--- config.mk ---
export PLATFORM = sky130hd
export DESIGN_NAME = rvv_alu_subsys
export DESIGN_NICKNAME = d
export VERILOG_FILES = /design/src/design/rvv_isa_pkg.sv /design/src/design/rvv_uarch_pkg.sv /design/src/design/rvv_alu_rs.sv /design/src/design/rvv_alu_unit.sv /design/src/design/rvv_rob_wb.sv /design/src/design/rvv_alu_subsys.sv
export SDC_FILE = /design/constraint.sdc
export NUM_CORES = 2
export LEC_CHECK = 0
export BUFFER_PORTS_ARGS = -buffer_cell sky130_fd_sc_hd__buf_2
export CAP_MARGIN = 0
export CORE_MARGIN = 10
export CORE_UTILIZATION = 30
export DETAILED_ROUTE_END_ITERATION = 6
export GPL_TIMING_DRIVEN = 0
export HOLD_SLACK_MARGIN = 0.15
export PLACE_DENSITY = 0.47
export SLEW_MARGIN = 10
export SYNTH_ARGS = -nofsm -noshare
export SYNTH_HDL_FRONTEND = slang
export SYNTH_SLANG_ARGS = --single-unit
--- constraint.sdc ---
create_clock -name clk -period 18 [get_ports clk]
set_input_delay 5.4 -clock clk [delete_from_list [all_inputs] [get_ports clk]]
set_output_delay 5.4 -clock clk [all_outputs]
set_load 0.03 [all_outputs]
--- src/design/rvv_isa_pkg.sv ---
// vector ISA field encodings shared by the ALU datapath and its testbench
// import where funct3 categories or OPM funct6 codes are decoded
`default_nettype none

package rvv_isa_pkg;

  // instruction field widths
  parameter int FUNCT3_W = 3;
  parameter int FUNCT6_W = 6;

  // funct3 category of an OP-V instruction
  typedef enum logic [FUNCT3_W-1:0] {
    OPIVV = 3'b000,
    OPFVV = 3'b001,
    OPMVV = 3'b010,
    OPIVI = 3'b011,
    OPIVX = 3'b100,
    OPFVF = 3'b101,
    OPMVX = 3'b110,
    OPCFG = 3'b111
  } funct3_e;

  // mask-register logical ops under OPM
  typedef enum logic [FUNCT6_W-1:0] {
    VMANDN = 6'b011000,
    VMAND  = 6'b011001,
    VMOR   = 6'b011010,
    VMXOR  = 6'b011011,
    VMORN  = 6'b011100,
    VMNAND = 6'b011101,
    VMNOR  = 6'b011110,
    VMXNOR = 6'b011111
  } opm_funct6_e;

endpackage

`default_nettype wire

--- src/design/rvv_uarch_pkg.sv ---
// micro-architecture types and default sizes for the vector ALU slice
`default_nettype none

package rvv_uarch_pkg;

  // default sizing, overridden through the top-level parameters
  parameter int DEFAULT_VLEN      = 128;
  parameter int DEFAULT_ROB_DEPTH = 16;

  // register file targeted by a writeback
  typedef enum logic [0:0] {
    VRF = 1'b0,
    XRF = 1'b1
  } w_type_e;

endpackage

`default_nettype wire

--- src/design/rvv_alu_rs.sv ---
// in-order reservation queue for ALU uops
// the head issues whenever the queue holds an entry and the ALU is not stalled
`timescale 1ns/1ps
`default_nettype none

module rvv_alu_rs #(
  parameter int  VLEN      = rvv_uarch_pkg::DEFAULT_VLEN,
  parameter int  ROB_DEPTH = rvv_uarch_pkg::DEFAULT_ROB_DEPTH,
  parameter int  RS_DEPTH  = 4,
  localparam int ROB_W     = $clog2(ROB_DEPTH),
  localparam int VSTART_W  = $clog2(VLEN) + 1
) (
  input  logic                              clk,
  input  logic                              rst_n,
  input  logic                              uop_valid,
  input  logic [ROB_W-1:0]                  uop_rob_entry,
  input  logic [rvv_isa_pkg::FUNCT3_W-1:0]  uop_funct3,
  input  logic [rvv_isa_pkg::FUNCT6_W-1:0]  uop_funct6,
  input  logic                              uop_vm,
  input  logic [VSTART_W-1:0]               uop_vstart,
  input  logic [VLEN-1:0]                   uop_vd_data,
  input  logic [VLEN-1:0]                   uop_vs1_data,
  input  logic [VLEN-1:0]                   uop_vs2_data,
  input  logic                              alu_stall,
  output logic                              rs_full,
  output logic                              iss_valid,
  output logic [ROB_W-1:0]                  iss_rob_entry,
  output logic [rvv_isa_pkg::FUNCT3_W-1:0]  iss_funct3,
  output logic [rvv_isa_pkg::FUNCT6_W-1:0]  iss_funct6,
  output logic                              iss_vm,
  output logic [VSTART_W-1:0]               iss_vstart,
  output logic [VLEN-1:0]                   iss_vd_data,
  output logic [VLEN-1:0]                   iss_vs1_data,
  output logic [VLEN-1:0]                   iss_vs2_data
);

  localparam int PTR_W = $clog2(RS_DEPTH);
  localparam int CNT_W = $clog2(RS_DEPTH + 1);

  // one array per uop field
  logic [ROB_W-1:0]                  rob_entry_q [RS_DEPTH];
  logic [rvv_isa_pkg::FUNCT3_W-1:0]  funct3_q    [RS_DEPTH];
  logic [rvv_isa_pkg::FUNCT6_W-1:0]  funct6_q    [RS_DEPTH];
  logic                              vm_q        [RS_DEPTH];
  logic [VSTART_W-1:0]               vstart_q    [RS_DEPTH];
  logic [VLEN-1:0]                   vd_q        [RS_DEPTH];
  logic [VLEN-1:0]                   vs1_q       [RS_DEPTH];
  logic [VLEN-1:0]                   vs2_q       [RS_DEPTH];

  logic [PTR_W-1:0] wr_ptr;
  logic [PTR_W-1:0] rd_ptr;
  logic [CNT_W-1:0] count;
  logic             push;
  logic             pop;

  // depth need not be a power of two
  function automatic logic [PTR_W-1:0] ptr_inc(input logic [PTR_W-1:0] ptr);
    return (ptr == PTR_W'(RS_DEPTH - 1)) ? '0 : ptr + 1'b1;
  endfunction

  assign rs_full   = (count == CNT_W'(RS_DEPTH));
  assign push      = uop_valid & ~rs_full;
  assign pop       = (count != '0) & ~alu_stall;
  assign iss_valid = pop;

  always_ff @(posedge clk) begin
    if (!rst_n) begin
      wr_ptr <= '0;
      rd_ptr <= '0;
      count  <= '0;
    end else begin
      if (push) begin
        wr_ptr <= ptr_inc(wr_ptr);
      end
      if (pop) begin
        rd_ptr <= ptr_inc(rd_ptr);
      end
      case ({push, pop})
        2'b10:   count <= count + 1'b1;
        2'b01:   count <= count - 1'b1;
        default: count <= count;
      endcase
    end
  end

  always_ff @(posedge clk) begin
    if (push) begin
      rob_entry_q[wr_ptr] <= uop_rob_entry;
      funct3_q[wr_ptr]    <= uop_funct3;
      funct6_q[wr_ptr]    <= uop_funct6;
      vm_q[wr_ptr]        <= uop_vm;
      vstart_q[wr_ptr]    <= uop_vstart;
      vd_q[wr_ptr]        <= uop_vd_data;
      vs1_q[wr_ptr]       <= uop_vs1_data;
      vs2_q[wr_ptr]       <= uop_vs2_data;
    end
  end

  // head entry feeds the ALU directly
  assign iss_rob_entry = rob_entry_q[rd_ptr];
  assign iss_funct3    = funct3_q[rd_ptr];
  assign iss_funct6    = funct6_q[rd_ptr];
  assign iss_vm        = vm_q[rd_ptr];
  assign iss_vstart    = vstart_q[rd_ptr];
  assign iss_vd_data   = vd_q[rd_ptr];
  assign iss_vs1_data  = vs1_q[rd_ptr];
  assign iss_vs2_data  = vs2_q[rd_ptr];

  // dispatch side must respect rs_full
  a_no_push_full: assert property (@(posedge clk) disable iff (!rst_n)
    uop_valid |-> !rs_full)
    else $error("uop pushed while ALU reservation queue is full");

endmodule

`default_nettype wire

--- src/design/rvv_alu_unit.sv ---
// combinational ALU for the mask-register logical ops
// decodes the issued uop and returns its result in the same cycle
`timescale 1ns/1ps
`default_nettype none

module rvv_alu_unit #(
  parameter int  VLEN      = rvv_uarch_pkg::DEFAULT_VLEN,
  parameter int  ROB_DEPTH = rvv_uarch_pkg::DEFAULT_ROB_DEPTH,
  localparam int ROB_W     = $clog2(ROB_DEPTH),
  localparam int VSTART_W  = $clog2(VLEN) + 1
) (
  input  logic                              iss_valid,
  input  logic [ROB_W-1:0]                  iss_rob_entry,
  input  logic [rvv_isa_pkg::FUNCT3_W-1:0]  iss_funct3,
  input  logic [rvv_isa_pkg::FUNCT6_W-1:0]  iss_funct6,
  input  logic                              iss_vm,
  input  logic [VSTART_W-1:0]               iss_vstart,
  input  logic [VLEN-1:0]                   iss_vd_data,
  input  logic [VLEN-1:0]                   iss_vs1_data,
  input  logic [VLEN-1:0]                   iss_vs2_data,
  output logic                              res_valid,
  output logic [ROB_W-1:0]                  res_rob_entry,
  output logic [VLEN-1:0]                   res_data,
  output rvv_uarch_pkg::w_type_e            res_w_type
);

  import rvv_isa_pkg::*;
  import rvv_uarch_pkg::*;

  // which shared term feeds the result
  typedef enum logic [1:0] {
    SEL_AND = 2'd0,
    SEL_OR  = 2'd1,
    SEL_XOR = 2'd2
  } logic_sel_e;

  logic       is_opm;
  logic       op_known;
  logic       inv_src1;
  logic       inv_res;
  logic_sel_e sel;

  logic [VLEN-1:0] src1;
  logic [VLEN-1:0] src2;
  logic [VLEN-1:0] and_term;
  logic [VLEN-1:0] or_term;
  logic [VLEN-1:0] xor_term;
  logic [VLEN-1:0] raw;
  logic [VLEN-1:0] logic_res;
  logic [VLEN-1:0] prefix_mask;

  // OPI and OPF categories are not handled here
  assign is_opm = (funct3_e'(iss_funct3) == OPMVV) || (funct3_e'(iss_funct3) == OPMVX);

  // eight ops collapse onto three controls
  always_comb begin
    op_known = 1'b1;
    inv_src1 = 1'b0;
    inv_res  = 1'b0;
    sel      = SEL_AND;
    case (opm_funct6_e'(iss_funct6))
      VMANDN: inv_src1 = 1'b1;
      VMAND:  sel = SEL_AND;
      VMOR:   sel = SEL_OR;
      VMXOR:  sel = SEL_XOR;
      VMORN: begin
        sel      = SEL_OR;
        inv_src1 = 1'b1;
      end
      VMNAND: inv_res = 1'b1;
      VMNOR: begin
        sel     = SEL_OR;
        inv_res = 1'b1;
      end
      VMXNOR: begin
        sel     = SEL_XOR;
        inv_res = 1'b1;
      end
      default: op_known = 1'b0;
    endcase
  end

  // masked variants are illegal for mask-logical ops
  assign res_valid = iss_valid & is_opm & op_known & iss_vm;

  // operands held at zero unless a result is produced
  assign src2 = res_valid ? iss_vs2_data : '0;
  assign src1 = res_valid ? (inv_src1 ? ~iss_vs1_data : iss_vs1_data) : '0;

  assign and_term = src2 & src1;
  assign or_term  = src2 | src1;
  assign xor_term = src2 ^ src1;

  always_comb begin
    case (sel)
      SEL_OR:  raw = or_term;
      SEL_XOR: raw = xor_term;
      default: raw = and_term;
    endcase
  end

  assign logic_res = inv_res ? ~raw : raw;

  // bits below vstart keep the old destination value
  assign prefix_mask = ~({VLEN{1'b1}} << iss_vstart);
  assign res_data    = (prefix_mask & iss_vd_data) | (~prefix_mask & logic_res);

  assign res_rob_entry = iss_rob_entry;
  assign res_w_type    = VRF;

endmodule

`default_nettype wire

--- src/design/rvv_rob_wb.sv ---
// writeback register toward the ROB and the per-entry completion bitmap
// a retire strobe clears one bit, a same-cycle writeback to that entry wins
`timescale 1ns/1ps
`default_nettype none

module rvv_rob_wb #(
  parameter int  VLEN      = rvv_uarch_pkg::DEFAULT_VLEN,
  parameter int  ROB_DEPTH = rvv_uarch_pkg::DEFAULT_ROB_DEPTH,
  localparam int ROB_W     = $clog2(ROB_DEPTH)
) (
  input  logic                    clk,
  input  logic                    rst_n,
  input  logic                    res_valid,
  input  logic [ROB_W-1:0]        res_rob_entry,
  input  logic [VLEN-1:0]         res_data,
  input  rvv_uarch_pkg::w_type_e  res_w_type,
  input  logic                    retire_valid,
  input  logic [ROB_W-1:0]        retire_entry,
  output logic                    wb_valid,
  output logic [ROB_W-1:0]        wb_rob_entry,
  output logic [VLEN-1:0]         wb_data,
  output rvv_uarch_pkg::w_type_e  wb_w_type,
  output logic [ROB_DEPTH-1:0]    done_mask
);

  logic [ROB_DEPTH-1:0] done_next;

  always_ff @(posedge clk) begin
    if (!rst_n) begin
      wb_valid <= 1'b0;
    end else begin
      wb_valid <= res_valid;
    end
  end

  // payload only loads with a valid result
  always_ff @(posedge clk) begin
    if (res_valid) begin
      wb_rob_entry <= res_rob_entry;
      wb_data      <= res_data;
      wb_w_type    <= res_w_type;
    end
  end

  // set applied after clear so it takes priority
  always_comb begin
    done_next = done_mask;
    if (retire_valid) begin
      done_next[retire_entry] = 1'b0;
    end
    if (res_valid) begin
      done_next[res_rob_entry] = 1'b1;
    end
  end

  always_ff @(posedge clk) begin
    if (!rst_n) begin
      done_mask <= '0;
    end else begin
      done_mask <= done_next;
    end
  end

  // an entry completes once between retires
  a_no_double_set: assert property (@(posedge clk) disable iff (!rst_n)
    (res_valid && !(retire_valid && retire_entry == res_rob_entry))
      |-> !done_mask[res_rob_entry])
    else $error("writeback to ROB entry %0d already marked done", res_rob_entry);

endmodule

`default_nettype wire

--- src/design/rvv_alu_subsys.sv ---
// vector ALU slice: reservation queue, mask-logic ALU and ROB writeback
// sizing is set here and passed to every block
`timescale 1ns/1ps
`default_nettype none

module rvv_alu_subsys #(
  parameter int  VLEN      = rvv_uarch_pkg::DEFAULT_VLEN,
  parameter int  ROB_DEPTH = rvv_uarch_pkg::DEFAULT_ROB_DEPTH,
  parameter int  RS_DEPTH  = 4,
  localparam int ROB_W     = $clog2(ROB_DEPTH),
  localparam int VSTART_W  = $clog2(VLEN) + 1
) (
  input  logic                              clk,
  input  logic                              rst_n,
  input  logic                              uop_valid,
  input  logic [ROB_W-1:0]                  uop_rob_entry,
  input  logic [rvv_isa_pkg::FUNCT3_W-1:0]  uop_funct3,
  input  logic [rvv_isa_pkg::FUNCT6_W-1:0]  uop_funct6,
  input  logic                              uop_vm,
  input  logic [VSTART_W-1:0]               uop_vstart,
  input  logic [VLEN-1:0]                   uop_vd_data,
  input  logic [VLEN-1:0]                   uop_vs1_data,
  input  logic [VLEN-1:0]                   uop_vs2_data,
  input  logic                              alu_stall,
  input  logic                              retire_valid,
  input  logic [ROB_W-1:0]                  retire_entry,
  output logic                              rs_full,
  output logic                              wb_valid,
  output logic [ROB_W-1:0]                  wb_rob_entry,
  output logic [VLEN-1:0]                   wb_data,
  output rvv_uarch_pkg::w_type_e            wb_w_type,
  output logic [ROB_DEPTH-1:0]              done_mask
);

  import rvv_isa_pkg::*;
  import rvv_uarch_pkg::*;

  // queue head to ALU
  logic                iss_valid;
  logic [ROB_W-1:0]    iss_rob_entry;
  logic [FUNCT3_W-1:0] iss_funct3;
  logic [FUNCT6_W-1:0] iss_funct6;
  logic                iss_vm;
  logic [VSTART_W-1:0] iss_vstart;
  logic [VLEN-1:0]     iss_vd_data;
  logic [VLEN-1:0]     iss_vs1_data;
  logic [VLEN-1:0]     iss_vs2_data;

  // ALU to writeback
  logic                res_valid;
  logic [ROB_W-1:0]    res_rob_entry;
  logic [VLEN-1:0]     res_data;
  w_type_e             res_w_type;

  rvv_alu_rs #(
    .VLEN      (VLEN),
    .ROB_DEPTH (ROB_DEPTH),
    .RS_DEPTH  (RS_DEPTH)
  ) u_alu_rs (
    .clk           (clk),
    .rst_n         (rst_n),
    .uop_valid     (uop_valid),
    .uop_rob_entry (uop_rob_entry),
    .uop_funct3    (uop_funct3),
    .uop_funct6    (uop_funct6),
    .uop_vm        (uop_vm),
    .uop_vstart    (uop_vstart),
    .uop_vd_data   (uop_vd_data),
    .uop_vs1_data  (uop_vs1_data),
    .uop_vs2_data  (uop_vs2_data),
    .alu_stall     (alu_stall),
    .rs_full       (rs_full),
    .iss_valid     (iss_valid),
    .iss_rob_entry (iss_rob_entry),
    .iss_funct3    (iss_funct3),
    .iss_funct6    (iss_funct6),
    .iss_vm        (iss_vm),
    .iss_vstart    (iss_vstart),
    .iss_vd_data   (iss_vd_data),
    .iss_vs1_data  (iss_vs1_data),
    .iss_vs2_data  (iss_vs2_data)
  );

  rvv_alu_unit #(
    .VLEN      (VLEN),
    .ROB_DEPTH (ROB_DEPTH)
  ) u_alu_unit (
    .iss_valid     (iss_valid),
    .iss_rob_entry (iss_rob_entry),
    .iss_funct3    (iss_funct3),
    .iss_funct6    (iss_funct6),
    .iss_vm        (iss_vm),
    .iss_vstart    (iss_vstart),
    .iss_vd_data   (iss_vd_data),
    .iss_vs1_data  (iss_vs1_data),
    .iss_vs2_data  (iss_vs2_data),
    .res_valid     (res_valid),
    .res_rob_entry (res_rob_entry),
    .res_data      (res_data),
    .res_w_type    (res_w_type)
  );

  rvv_rob_wb #(
    .VLEN      (VLEN),
    .ROB_DEPTH (ROB_DEPTH)
  ) u_rob_wb (
    .clk           (clk),
    .rst_n         (rst_n),
    .res_valid     (res_valid),
    .res_rob_entry (res_rob_entry),
    .res_data      (res_data),
    .res_w_type    (res_w_type),
    .retire_valid  (retire_valid),
    .retire_entry  (retire_entry),
    .wb_valid      (wb_valid),
    .wb_rob_entry  (wb_rob_entry),
    .wb_data       (wb_data),
    .wb_w_type     (wb_w_type),
    .done_mask     (done_mask)
  );

endmodule

`default_nettype wire

==> metrics.cfg <==
[setup_path]
critical_path.startpoint_type=input port
r2r_cells=12
arrival_ns=10.32
path_max_fanout=11
required_ns=18.59
crit_top_cell=buf_2
path_cells=buf_2, or2_2, clkbuf_1, nor4_4, buf_2, buf_2, buf_2, nand2_1, ha_1, a22oi_1, o21ai_0, xor2_1, mux2_2
critPathKind=in2reg
worstSetupEndpointType=flip-flop
rr_endpoint=u_rob_wb.wb_data[7]$_DFFE_PN_
slowest_stage=o21ai_0
max_stage_delay_ns=0.93
rrSetupSlack_ns=11.53

[clocking]
cts_setup_buffers=0
cts_tree=built
numCtsBuffers=200
cts_buffer_depth=3
cts_resized=0
cts_sinks=1778
root_buffer=clkbuf_16
htree_levels=4
path_clk_slew_ns=0.07
insertion_delay_ns=0.88
hold_buffers=0

[route]
routed_via_density=4.93
drt-initial-drc-count=4056
routed_wl_mm=284
wire_per_inst_um=31.0
drc=0
vias=45169
drt_first_pass_iters=6
ant_nets=0

[timing]
drv_slew=0
setup_slack_ns=8.27
clock.fmax_mhz=103
fin_skew_ns=0.0501
tightest_slew_ns=1.38
period_needed_ns=9.73
hold_viol=0
rsz0062_at_grt=no
period_share_pct=54.1
setup_viol=0
slew_headroom_pct=7.93
tns_ns=0

[min_path]
min_to=u_rob_wb.done_mask[5]$_SDFF_PN0_
worstHoldStart=u_rob_wb.done_mask[5]$_SDFF_PN0_
holdCritPathClass=reg2reg
whs_path_depth=2

[logic_synthesis]
synth.area.top_cells=edfxtp_1, mux4_2, ha_1
syn_inst=4724
seq_area_frac_synth_pct=68.2
synth_area_mm2=0.0779
synthFlopType=edfxtp_1
synth_edf_count=1752
async_reset_ff_share_pct=0
yosysTopAreaCell=edfxtp_1
synth_top_area_share_pct=67.6
yosysWarnings=0
synthesis.nets=5404
syn_area_per_cell_um2=16.5
ys_seq_elements=1778
synth.distinct_cells=53

[finish]
syn_to_final_growth_pct=19.3
final_common_cell=edfxtp_1
final_nets=6216
drive_gt1_share_pct=26.8
mostFrequentLayoutCells=edfxtp_1, buf_2, nand2_1
fillers=24583

[place]
place.gp.congestion=0.790
place_hpwl_mm=206
dp_worst_setup_slack_ns=7.21
io_buffers=563

[floorplan]
die_h_um=529
dieArea_mm2=0.280
rows=186
initial_utilization_pct=30.2
fp.coreArea_mm2=0.258
die_w_um=529
pin_count=566

[power]
internal_power_uw=8240
p_sw_share_pct=31.0
pwr-share-clk_pct=34.1
power.leakage_uw=0.0342
p_comb_share_pct=24.1
switchingPower_uw=3710
seq_power_share_pct=41.9
power.density_mw_per_mm2=129
peakVddDrop_mv=0.119

[outcome]
status=complete, no violations

[global_route]
grt_pass1_wl_mm=380
grt_overflow=0
first_global_vias=45272
grt_antenna_before_repair=217
grt_max_degree=68
grt_usage_pct=19.7

[flow_run]
cap_violations=0

==> cells in the mapped netlist (28+ instances only) <==
library cell  number
edfxtp_1        1752
nand2_1          431
mux4_2           272
inv_1            266
ha_1             264
o21ai_0          208
mux2_2           199
xor2_1           199
clkbuf_1         148
and2_1           140
mux2i_1          132
a22oi_1          128
o211a_1          128
buf_2             95
a21oi_1           80
xnor2_1           59
a31oi_1           28
==> area by class of cell <==
cell class | count | area (um^2) | share of cell area [%]
repair buffers | 610 | 4030 | 4.34
plain buffers | 278 | 1320 | 1.42
diodes | 68 | 170 | 0.183
inverters | 266 | 998 | 1.07
multi-input cells | 2402 | 22500 | 24.2
clock buffers | 228 | 5120 | 5.51
flip-flops and latches | 1778 | 53100 | 57.2
clock inverters | 144 | 1410 | 1.52
well taps | 3384 | 4230 | 4.56
==> critical path: cells and delay by family <==
kind | cells | cell delay, ns
fa+ha+maj | 1 | 0.29
buf+inv | 5 | 1.86
simple gates | 3 | 0.94
mux | 1 | 0.47
xor+xnor | 1 | 0.32
compound gates | 2 | 1.00
==> cells by family after synthesis <==
| kind of cell | synth area share (%) |
|---|---|
| compound gates | 5.36 |
| xor+xnor | 2.90 |
| fa+ha+maj | 4.27 |
| buf+inv | 2.92 |
| flops | 68.2 |
| mux | 12.5 |
| other cells | 0.00482 |
| simple gates | 3.86 |
==> per-stage QoR <==
step / utilization, % / std cells / cell area (um^2) / total power, uW / hold WS (ns)
2_1_floorplan: - / 4724 / 77900 / 6810 / 0.467
3_3_place_gp: 33.0 / 8671 / 84900 / 8230 / 0.472
3_5_place_dp: 33.5 / 8718 / 86200 / 8010 / 0.475
4_1_cts: 36.0 / 9090 / 92700 / 12100 / 0.493
5_1_grt: 36.0 / 9103 / 92800 / 12400 / 0.518
6_report: 36.1 / 9158 / 92900 / 11900 / 0.487
==> power groups by stage <==
stage	clock network [uW]	logic, uW	registers (uW)
3_3_place_gp	0	2840	5400
6_report	4070	2870	5000
4_1_cts	4170	2930	5010
2_1_floorplan	0	1580	5230
5_1_grt	4340	3030	5020
3_5_place_dp	0	2920	5090
==> flip-flops by register name (all words and copies together) (netlist names), 8 cells and up, named ones only <==
signal                flops
u_alu_rs.vstart_q        32
u_alu_rs.funct6_q        24
u_alu_rs.vs1_q          512
u_alu_rs.vs2_q          512
u_rob_wb.done_mask       16
u_rob_wb.wb_data        128
u_alu_rs.rob_entry_q     16
u_alu_rs.vd_q           512
u_alu_rs.funct3_q         8
==> metal layers <==
layer,vias up,track usage (%),wire [um]
li1,19709,-,-
met1,23047,25.3,117000
met2,1666,31.0,131000
met3,609,6.11,23700
met4,138,7.39,11600
met5,-,0,850
==> worst max path at each step <==
| stage | from | cells after the start | endpoint |
|---|---|---|---|
| 2_1_floorplan | uop_valid | 2 | u_alu_rs.funct3_q[3][0]$_DFFE_PP_ |
| 3_3_place_gp | uop_valid | 3 | u_alu_rs.vs1_q[0][118]$_DFFE_PP_ |
| 3_5_place_dp | alu_stall | 14 | u_rob_wb.wb_data[79]$_DFFE_PN_ |
| 4_1_cts | alu_stall | 14 | u_rob_wb.wb_data[79]$_DFFE_PN_ |
| 5_1_grt | alu_stall | 13 | u_rob_wb.wb_data[117]$_DFFE_PN_ |
| 6_report | alu_stall | 13 | u_rob_wb.wb_data[117]$_DFFE_PN_ |
No activity file was read; power rests on OpenSTA's default activity.
